$ cat src/verilog/mem_pkg.sv
// Load/store stage types
package mem_pkg;

	localparam int num_lanes = 4;	// Vector width in 32-bit lanes

	typedef enum logic [3:0]
	{
		op_nop,
		op_lb,
		op_lbu,
		op_lh,
		op_lhu,
		op_lw,
		op_sb,
		op_sh,
		op_sw,
		op_vload_strided,
		op_vstore_strided,
		op_cr_read,
		op_cr_write
	} mem_op_t;

	// Lane 0 carries scalar values
	typedef logic [num_lanes-1:0][31:0] vector_t;

	typedef struct packed
	{
		logic valid;
		mem_op_t op;
		logic [31:0] addr;	// Byte address, or register index in bits 3:2
		logic [31:0] stride;	// Bytes between vector lanes
		logic [num_lanes-1:0] mask;
		vector_t store_value;
	} mem_req_t;

	typedef struct packed
	{
		logic valid;
		mem_op_t op;
		logic fault;	// Alignment fault, access was suppressed
		vector_t data;
	} mem_result_t;

	typedef enum logic [1:0]
	{
		st_idle,
		st_lanes,
		st_drain
	} seq_state_t;

endpackage
$ cat src/verilog/access_aligner.sv
// Byte lane alignment for loads and stores
module access_aligner
(
	input mem_pkg::mem_op_t op,
	input [31:0] addr,
	input [31:0] store_word,
	input mem_pkg::mem_op_t rd_op,
	input [1:0] rd_offset,
	input [31:0] read_word,
	output logic misaligned,
	output logic [3:0] write_bytes,
	output logic [31:0] write_word,
	output logic [31:0] load_word
);
	logic [7:0] rd_byte;
	logic [15:0] rd_half;

	always_comb
	begin
		case (op)
			mem_pkg::op_lh, mem_pkg::op_lhu, mem_pkg::op_sh:
				misaligned = addr[0];
			mem_pkg::op_lw, mem_pkg::op_sw, mem_pkg::op_vload_strided,
			mem_pkg::op_vstore_strided, mem_pkg::op_cr_read, mem_pkg::op_cr_write:
				misaligned = addr[1:0] != 2'b00;
			default:
				misaligned = 1'b0;	// Bytes never fault
		endcase
	end

	// Big-endian, so byte offset 0 is bits 31:24 and mask bit 3
	always_comb
	begin
		write_word = store_word;
		case (op)
			mem_pkg::op_sb:
			begin
				write_word = {4{store_word[7:0]}};
				write_bytes = 4'b1000 >> addr[1:0];
			end
			mem_pkg::op_sh:
			begin
				write_word = {2{store_word[15:0]}};
				write_bytes = addr[1] ? 4'b0011 : 4'b1100;
			end
			mem_pkg::op_sw, mem_pkg::op_vstore_strided:
				write_bytes = 4'b1111;
			default:
				write_bytes = 4'b0000;	// Loads and idle
		endcase
		if (misaligned)
			write_bytes = 4'b0000;
	end

	// Load extraction runs one cycle behind, on the registered read word
	always_comb
	begin
		case (rd_offset)
			2'd0: rd_byte = read_word[31:24];
			2'd1: rd_byte = read_word[23:16];
			2'd2: rd_byte = read_word[15:8];
			default: rd_byte = read_word[7:0];
		endcase
		rd_half = rd_offset[1] ? read_word[15:0] : read_word[31:16];
		case (rd_op)
			mem_pkg::op_lb: load_word = {{24{rd_byte[7]}}, rd_byte};
			mem_pkg::op_lbu: load_word = {24'd0, rd_byte};
			mem_pkg::op_lh: load_word = {{16{rd_half[15]}}, rd_half};
			mem_pkg::op_lhu: load_word = {16'd0, rd_half};
			mem_pkg::op_lw, mem_pkg::op_vload_strided: load_word = read_word;
			default: load_word = 32'd0;	// Masked lanes and non-loads read zero
		endcase
	end

endmodule

$ cat src/verilog/access_sequencer.sv
// Load/store access sequencer
module access_sequencer
(
	input clk,
	input reset,
	input mem_pkg::mem_req_t req,
	input squash,
	input misaligned,
	input [31:0] load_word,
	input [31:0] cr_read_value,
	input [1:0] lane,
	input [31:0] lane_addr,
	input last,
	output logic ready,
	output logic start,
	output logic step,
	output mem_pkg::mem_op_t acc_op,
	output logic [31:0] acc_addr,
	output logic [31:0] acc_store_word,
	output mem_pkg::mem_op_t rd_op,
	output logic [1:0] rd_offset,
	output logic [1:0] cr_index,
	output logic cr_write,
	output logic [31:0] cr_write_value,
	output mem_pkg::mem_result_t result
);
	// One access in flight between memory issue and result
	typedef struct packed
	{
		logic valid;
		mem_pkg::mem_op_t op;	// Access op, idle when suppressed or masked
		mem_pkg::mem_op_t res_op;	// Op reported in the result
		logic [1:0] offset;
		logic fault;
		logic vec;	// Vector lane, gathered rather than reported
		logic [1:0] lane;
		logic last;
		logic [31:0] word;
	} stage_t;

	mem_pkg::seq_state_t state;
	mem_pkg::seq_state_t state_next;
	mem_pkg::mem_op_t vec_op;
	logic [mem_pkg::num_lanes-1:0] vec_mask;
	mem_pkg::vector_t vec_store;
	stage_t p0_next;
	stage_t p0;
	stage_t p1;
	mem_pkg::vector_t gather_data;
	mem_pkg::mem_op_t gather_op;
	logic gather_done;
	mem_pkg::mem_result_t result_next;
	logic take;
	logic is_vec;
	logic vec_fault;

	assign ready = state == mem_pkg::st_idle;
	assign take = req.valid && ready && !squash;
	assign is_vec = req.op == mem_pkg::op_vload_strided
		|| req.op == mem_pkg::op_vstore_strided;
	assign vec_fault = is_vec && (req.addr[1:0] != 2'b00 || req.stride[1:0] != 2'b00);
	assign start = take && is_vec && !vec_fault;
	assign step = state == mem_pkg::st_lanes;

	assign rd_op = p0.op;
	assign rd_offset = p0.offset;
	assign cr_index = acc_addr[3:2];	// Word-aligned register index
	assign cr_write = acc_op == mem_pkg::op_cr_write && !misaligned;
	assign cr_write_value = acc_store_word;

	// Access mux and next state
	always_comb
	begin
		acc_addr = lane_addr;
		acc_store_word = vec_store[lane];
		acc_op = mem_pkg::op_nop;
		state_next = mem_pkg::st_idle;
		case (state)
			mem_pkg::st_idle:
			begin
				acc_addr = req.addr;
				acc_store_word = req.store_value[0];
				if (take && !vec_fault && (!is_vec || req.mask[0]))
					acc_op = req.op;
				if (start)
					state_next = mem_pkg::st_lanes;
			end
			mem_pkg::st_lanes:
			begin
				acc_op = vec_mask[lane] ? vec_op : mem_pkg::op_nop;
				state_next = last ? mem_pkg::st_drain : mem_pkg::st_lanes;
			end
			default:
				state_next = mem_pkg::st_idle;	// Final lane read lands here
		endcase
	end

	always_comb
	begin
		p0_next = '0;
		if (state == mem_pkg::st_idle)
		begin
			p0_next.valid = take;
			p0_next.fault = is_vec ? vec_fault : misaligned;
			p0_next.op = p0_next.fault ? mem_pkg::op_nop : acc_op;
			p0_next.res_op = req.op;
			p0_next.offset = req.addr[1:0];
			p0_next.vec = start;
			if (req.op == mem_pkg::op_cr_read)
				p0_next.word = cr_read_value;
		end
		else if (state == mem_pkg::st_lanes)
		begin
			p0_next.valid = 1'b1;
			p0_next.op = acc_op;
			p0_next.res_op = vec_op;
			p0_next.offset = lane_addr[1:0];
			p0_next.vec = 1'b1;
			p0_next.lane = lane;
			p0_next.last = last;
		end
	end

	// Scalars report from p1, vectors one cycle later from the gather register
	always_comb
	begin
		result_next = '0;
		if (gather_done)
		begin
			result_next.valid = 1'b1;
			result_next.op = gather_op;
			result_next.data = gather_data;
		end
		else
		begin
			result_next.valid = p1.valid && !p1.vec;
			result_next.op = p1.res_op;
			result_next.fault = p1.fault;
			result_next.data[0] = p1.word;
		end
	end

	always_ff @(posedge clk, posedge reset)
	begin
		if (reset)
		begin
			state <= mem_pkg::st_idle;
			p0 <= '0;
			p1 <= '0;
			gather_done <= 1'b0;
			result <= '0;
		end
		else
		begin
			state <= state_next;
			p0 <= p0_next;
			p1 <= p0;
			if (p0.op != mem_pkg::op_cr_read)
				p1.word <= load_word;
			gather_done <= p1.valid && p1.vec && p1.last;
			result <= result_next;
		end
	end

	always_ff @(posedge clk)
	begin
		if (start)
		begin
			vec_op <= req.op;
			vec_mask <= req.mask;
			vec_store <= req.store_value;
		end
		if (p1.valid && p1.vec)
		begin
			gather_data[p1.lane] <= p1.word;
			gather_op <= p1.res_op;
		end
	end

endmodule

$ cat src/verilog/control_regs.sv
// Control register file
module control_regs
#(
	parameter logic [31:0] core_id = 32'd0
)
(
	input clk,
	input reset,
	input [1:0] cr_index,
	input cr_write,
	input [31:0] cr_write_value,
	output logic [31:0] cr_read_value
);
	logic [31:0] scratch [1:3];

	always_ff @(posedge clk, posedge reset)
	begin
		if (reset)
		begin
			for (int i = 1; i < 4; i++)
				scratch[i] <= 32'd0;
		end
		else if (cr_write && cr_index != 2'd0)	// Register 0 is read-only
			scratch[cr_index] <= cr_write_value;
	end

	assign cr_read_value = cr_index == 2'd0 ? core_id : scratch[cr_index];

endmodule

$ cat src/verilog/data_memory.sv
// Local data memory
module data_memory
#(
	parameter int mem_words = 64
)
(
	input clk,
	input [31:0] addr,
	input [3:0] write_bytes,
	input [31:0] write_word,
	output logic [31:0] read_word
);
	localparam int index_bits = $clog2(mem_words);

	logic [31:0] mem [mem_words];
	logic [index_bits-1:0] index;

	assign index = addr[index_bits+1:2];	// Word index, wraps at the depth

	// Read returns the old word when written in the same cycle
	always_ff @(posedge clk)
	begin
		for (int i = 0; i < 4; i++)
		begin
			if (write_bytes[i])
				mem[index][8*i +: 8] <= write_word[8*i +: 8];
		end
		read_word <= mem[index];
	end

endmodule

$ cat src/verilog/lane_counter.sv
// Strided lane address counter
module lane_counter
(
	input clk,
	input reset,
	input start,
	input step,
	input [31:0] base,
	input [31:0] stride,
	output logic [1:0] lane,
	output logic [31:0] lane_addr,
	output logic last
);
	logic [31:0] stride_q;

	// Lane 0 goes out with the request itself, so start lands on lane 1
	always_ff @(posedge clk, posedge reset)
	begin
		if (reset)
		begin
			lane <= 2'd0;
			lane_addr <= 32'd0;
			stride_q <= 32'd0;
		end
		else if (start)
		begin
			lane <= 2'd1;
			lane_addr <= base + stride;
			stride_q <= stride;
		end
		else if (step)
		begin
			lane <= lane + 2'd1;
			lane_addr <= lane_addr + stride_q;
		end
	end

	assign last = lane == 2'(mem_pkg::num_lanes - 1);

endmodule

$ cat src/verilog/mem_access_unit.sv
// Load/store stage top level
module mem_access_unit
#(
	parameter int mem_words = 64,
	parameter logic [31:0] core_id = 32'd0
)
(
	input clk,
	input reset,
	input mem_pkg::mem_req_t req,
	input squash,
	output logic ready,
	output mem_pkg::mem_result_t result
);
	logic start;
	logic step;
	logic last;
	logic [1:0] lane;
	logic [31:0] lane_addr;
	mem_pkg::mem_op_t acc_op;
	mem_pkg::mem_op_t rd_op;
	logic [1:0] rd_offset;
	logic [31:0] acc_addr;
	logic [31:0] acc_store_word;
	logic misaligned;
	logic [3:0] write_bytes;
	logic [31:0] write_word;
	logic [31:0] read_word;
	logic [31:0] load_word;
	logic [1:0] cr_index;
	logic cr_write;
	logic [31:0] cr_write_value;
	logic [31:0] cr_read_value;

	access_sequencer access_sequencer_inst
	(
		.clk(clk),
		.reset(reset),
		.req(req),
		.squash(squash),
		.misaligned(misaligned),
		.load_word(load_word),
		.cr_read_value(cr_read_value),
		.lane(lane),
		.lane_addr(lane_addr),
		.last(last),
		.ready(ready),
		.start(start),
		.step(step),
		.acc_op(acc_op),
		.acc_addr(acc_addr),
		.acc_store_word(acc_store_word),
		.rd_op(rd_op),
		.rd_offset(rd_offset),
		.cr_index(cr_index),
		.cr_write(cr_write),
		.cr_write_value(cr_write_value),
		.result(result)
	);

	lane_counter lane_counter_inst
	(
		.clk(clk),
		.reset(reset),
		.start(start),
		.step(step),
		.base(req.addr),
		.stride(req.stride),
		.lane(lane),
		.lane_addr(lane_addr),
		.last(last)
	);

	access_aligner access_aligner_inst
	(
		.op(acc_op),
		.addr(acc_addr),
		.store_word(acc_store_word),
		.rd_op(rd_op),
		.rd_offset(rd_offset),
		.read_word(read_word),
		.misaligned(misaligned),
		.write_bytes(write_bytes),
		.write_word(write_word),
		.load_word(load_word)
	);

	data_memory #(.mem_words(mem_words)) data_memory_inst
	(
		.clk(clk),
		.addr(acc_addr),
		.write_bytes(write_bytes),
		.write_word(write_word),
		.read_word(read_word)
	);

	control_regs #(.core_id(core_id)) control_regs_inst
	(
		.clk(clk),
		.reset(reset),
		.cr_index(cr_index),
		.cr_write(cr_write),
		.cr_write_value(cr_write_value),
		.cr_read_value(cr_read_value)
	);

endmodule

$ cat config.mk
export PLATFORM = sky130hd
export DESIGN_NAME = mem_access_unit
export DESIGN_NICKNAME = d
export VERILOG_FILES = /design/src/verilog/mem_pkg.sv /design/src/verilog/access_aligner.sv /design/src/verilog/access_sequencer.sv /design/src/verilog/control_regs.sv /design/src/verilog/data_memory.sv /design/src/verilog/lane_counter.sv /design/src/verilog/mem_access_unit.sv
export SDC_FILE = /design/constraint.sdc
export NUM_CORES = 2
export LEC_CHECK = 0
export BUFFER_PORTS_ARGS = -buffer_cell sky130_fd_sc_hd__buf_2
export CORE_MARGIN = 2
export CORE_UTILIZATION = 35
export CTS_CLUSTER_SIZE = 30
export DETAILED_ROUTE_END_ITERATION = 12
export GPL_ROUTABILITY_DRIVEN = 0
export PLACE_DENSITY = 0.53
export SLEW_MARGIN = 20
export SYNTH_ARGS = -nofsm -noshare
export SYNTH_HDL_FRONTEND = slang
export SYNTH_SLANG_ARGS = --single-unit
$ cat constraint.sdc
create_clock -name clk -period 27.8 [get_ports clk]
set_clock_uncertainty 0.15 [all_clocks]
set_input_delay 0 -clock clk [delete_from_list [all_inputs] [get_ports clk]]
set_output_delay 0 -clock clk [all_outputs]
set_load 0.01 [all_outputs]
==> impl_metrics.env <==
export IMPL_status="finished, final reports clean"
export IMPL_drtIter0Drc=6486
export IMPL_hold_violations=0
export IMPL_rsz0062_at_grt="false"
export IMPL_grt_pass1_vias=58000
export IMPL_row_count=196
export IMPL_cp_arrival_ns=7.03
export IMPL_r2r_start="access_sequencer_inst.state[0]"
export IMPL_cp_data_required_time_ns=28.48
export IMPL_synth_flop_cell="edfxtp_1"
export IMPL_cts_inserted_buffers=293
export IMPL_nets=6903
export IMPL_cts_tree="yes"
export IMPL_dp_cells=9826
export IMPL_fillers=25200
export IMPL_yosysWarnings=0
export IMPL_min_period_ns=6.35
export IMPL_setup_viol=0
export IMPL_vias_per_cell=5.56
export IMPL_port_buffers=290
export IMPL_synth_top_cell_area_share=0.695
export IMPL_end_kind="flip-flop"
export IMPL_cp_max_fo=71
export IMPL_fin_cells=10600
export IMPL_tns_ns=0
export IMPL_drive_gt1_frac=0.162
export IMPL_clock_latency_ns=0.93
export IMPL_ff2ff_setup_slack_ns=21.45
export IMPL_route_antenna_remaining_nets=0
export IMPL_syn_to_final_growth_pct=18.9
export IMPL_ys_ff_latch=2689
export IMPL_die_area_mm2=0.290
export IMPL_wirelength_mm=288
export IMPL_slew_headroom=0.248
export IMPL_synth_edff_count=2316
export IMPL_coreArea_mm2=0.285
export IMPL_grt_pass1_wl_mm=412
export IMPL_vias=59200
export IMPL_multi_input_area_mm2=0.0200
export IMPL_path_class="flip-flop to flip-flop"
export IMPL_drc=0
export IMPL_syn_avg_cell_area_um2=16.7
export IMPL_cts_htree_levels=5
export IMPL_grtUsageTotal=0.193
export IMPL_yosys_area_top_type="edfxtp_1"
export IMPL_wl_per_cell_um=27.0
export IMPL_initial_core_util=0.351
export IMPL_postSynthCellCount=5993
export IMPL_cts_clk_slew_worst_paths_ns=0.06
export IMPL_hp_start="req[136]"
export IMPL_dpl_hpwl_mm=169
export IMPL_power_density_mw_per_mm2=78.2
export IMPL_antenna_found_initial=10
export IMPL_postCtsSetupRepairBufs=0
export IMPL_die_y_um=539
export IMPL_drt_pass1_iterations=8
export IMPL_grt_overflow=0
export IMPL_syn_area_mm2=0.100
export IMPL_max_clock_path_buffers=4
export IMPL_yosysUniqueCellTypes=74
export IMPL_hold_class="input port to flip-flop"
export IMPL_ios=339
export IMPL_tightest_slew_ns=1.10
export IMPL_worstHoldEndpoint="lane_counter_inst.lane_addr[4]"
export IMPL_drv_slew=0
export IMPL_cts_root_buf="clkbuf_16"
export IMPL_hold_depth=6
export IMPL_clock_fmax_ghz=0.157
export IMPL_ys_seq_area_frac=0.787
export IMPL_vdd_ir_drop_max_mv=0.0704
export IMPL_min_period_over_period=0.228
export IMPL_synth_area_leaders="edfxtp_1 70%, dfrtp_1 8.5%, a22oi_1 7.6%, nand3_1 1.4%, clkbuf_1 1.1%"
export IMPL_r2r_worst_path_cells=12
export IMPL_maxCapViolCount=0
export IMPL_syn_num_nets=6214
export IMPL_grt_max_degree=139
export IMPL_worst_setup_path_start_kind="flip-flop"
export IMPL_reg2reg_to="data_memory_inst.read_word[31]"
export IMPL_seqCellArea_mm2=0.0787
export IMPL_cts_sinks=2689
export IMPL_die_x_um=539
export IMPL_leakage_nw=39.7
export IMPL_synthArstFlopShare=0.127
## flip-flops by register name (all words and copies together), names as in the netlist, 8 cells and up
signal,cells
lane_counter_inst.lane_addr,8
data_memory_inst.mem,2048
lane_counter_inst.stride_q,8
access_sequencer_inst.vec_store,128
access_sequencer_inst.p0,42
access_sequencer_inst.gather_data,128
access_sequencer_inst.p1,42
access_sequencer_inst.result,134
control_regs_inst.scratch,96
data_memory_inst.read_word,32
## synth_stat cells (all sizes together), types with 3 or more instances
cell    instances
ha             15
nand2b          8
dfrtp         341
buf           157
o21a            4
or4             3
edfxtp       2316
a21o            8
nand4          36
mux4           38
a32oi          62
nor4            3
a311oi         64
xor2            3
a32o            3
a22o            5
or3             3
dfxtp          32
o21ai         126
a222oi         49
a221o          16
nor3b           3
a31oi         135
inv            27
mux2           44
a21oi          19
nand2         195
and3          131
nor3          158
nand3         271
xnor2           8
and2          105
nor2          191
a221oi          4
o21bai          3
a22oi        1016
mux2i          59
nor2b           5
clkbuf        292
o211ai         11
## how the worst max path moves through the flow
stage / slack (ns) / endpoint / startpoint
CTS: 21.44 / data_memory_inst.read_word[31] / access_sequencer_inst.state[0]
global route: 21.21 / data_memory_inst.read_word[31] / access_sequencer_inst.state[0]
global placement: 21.50 / data_memory_inst.read_word[31] / access_sequencer_inst.state[0]
detailed placement: 21.46 / data_memory_inst.read_word[31] / access_sequencer_inst.state[0]
floorplan: 18.20 / access_sequencer_inst.gather_done / reset
finish: 21.45 / data_memory_inst.read_word[31] / access_sequencer_inst.state[0]
## cell usage in the layout (no fill, tap or decap), types with 18 or more instances in the layout
master,instances
a31oi_1,134
dfrtp_1,338
nand4_1,33
and2_1,104
nor3_2,44
clkbuf_1,65
o21ai_0,91
mux2i_4,18
mux2i_1,38
clkinv_2,36
dlygate4sd3_1,323
a222oi_1,49
nand3_1,270
mux4_2,38
o21ai_1,22
clkbuf_16,305
clkinv_1,50
mux2_2,44
and3_1,131
a32oi_1,61
nor3_1,114
dfxtp_1,32
a311oi_1,64
buf_2,290
edfxtp_1,2316
nor2_1,177
a22oi_1,1015
buf_4,223
a21oi_1,19
nand2_1,185
## final cells by class
class / count / share of cell area
multi-input cells: 2828 / 0.168
clock inverters: 113 / 0.00715
well taps: 3762 / 0.0396
flip-flops and latches: 2689 / 0.662
diodes: 6 / 0.000126
repair buffers: 843 / 0.0546
clock buffers: 381 / 0.0675
inverters: 27 / 0.000968
## critical path: stages (launching register included)
cell      delay [ns]
dfrtp_1         0.32
buf_4           0.29
or2_2           0.68
inv_2           0.49
o21ai_4         0.83
buf_4           0.67
buf_4           0.52
buf_4           0.80
a22oi_1         0.15
and3_1          0.25
a311oi_1        0.55
a31oi_1         0.26
nand4_1         0.20
## cell families after synthesis
group	after synthesis	share of synthesized area
DFF	2689	0.787
muxes	141	0.0195
adders and majority gates	17	0.00228
AOI/OAI and AO/OA	1541	0.114
buffers and inverters	476	0.0200
and+or+nand+nor	1118	0.0559
xor gates and xnor gates	11	0.000963
## routing by layer
layer | track usage | share of wire | up-vias
met5 | 0 | 0.000031 | -
met4 | 0.0641 | 0.032 | 2
li1 | - | - | 25700
met1 | 0.264 | 0.42 | 30600
met2 | 0.312 | 0.48 | 2480
met3 | 0.0326 | 0.072 | 476
## stage by stage
stage,utilization,area [µm²],hold WS [ns],power (mW),setup WS [ns]
floorplan,-,100000,-0.0511,5.21,18.20
CTS,0.417,119000,0.00654,9.36,21.44
finish,0.418,119000,0.0592,9.30,21.45
global route,0.418,119000,0.0554,9.58,21.21
global placement,0.374,107000,0.0279,5.67,21.50
detailed placement,0.375,107000,0.0282,5.69,21.46
## timing repair
item,4_1_cts,5_1_grt
hold buffers,323,0
resized for setup,0,0
hold endpoints to repair,550,0
## power breakdown
part	switching [mW]	internal (mW)	leakage (nW)
Combinational	0.723	0.301	9.56
Sequential	0.0953	4.53	25.8
Clock	1.52	2.13	4.34
Total	2.34	6.96	39.7
Note: power is estimated with default switching activity, not from simulation.
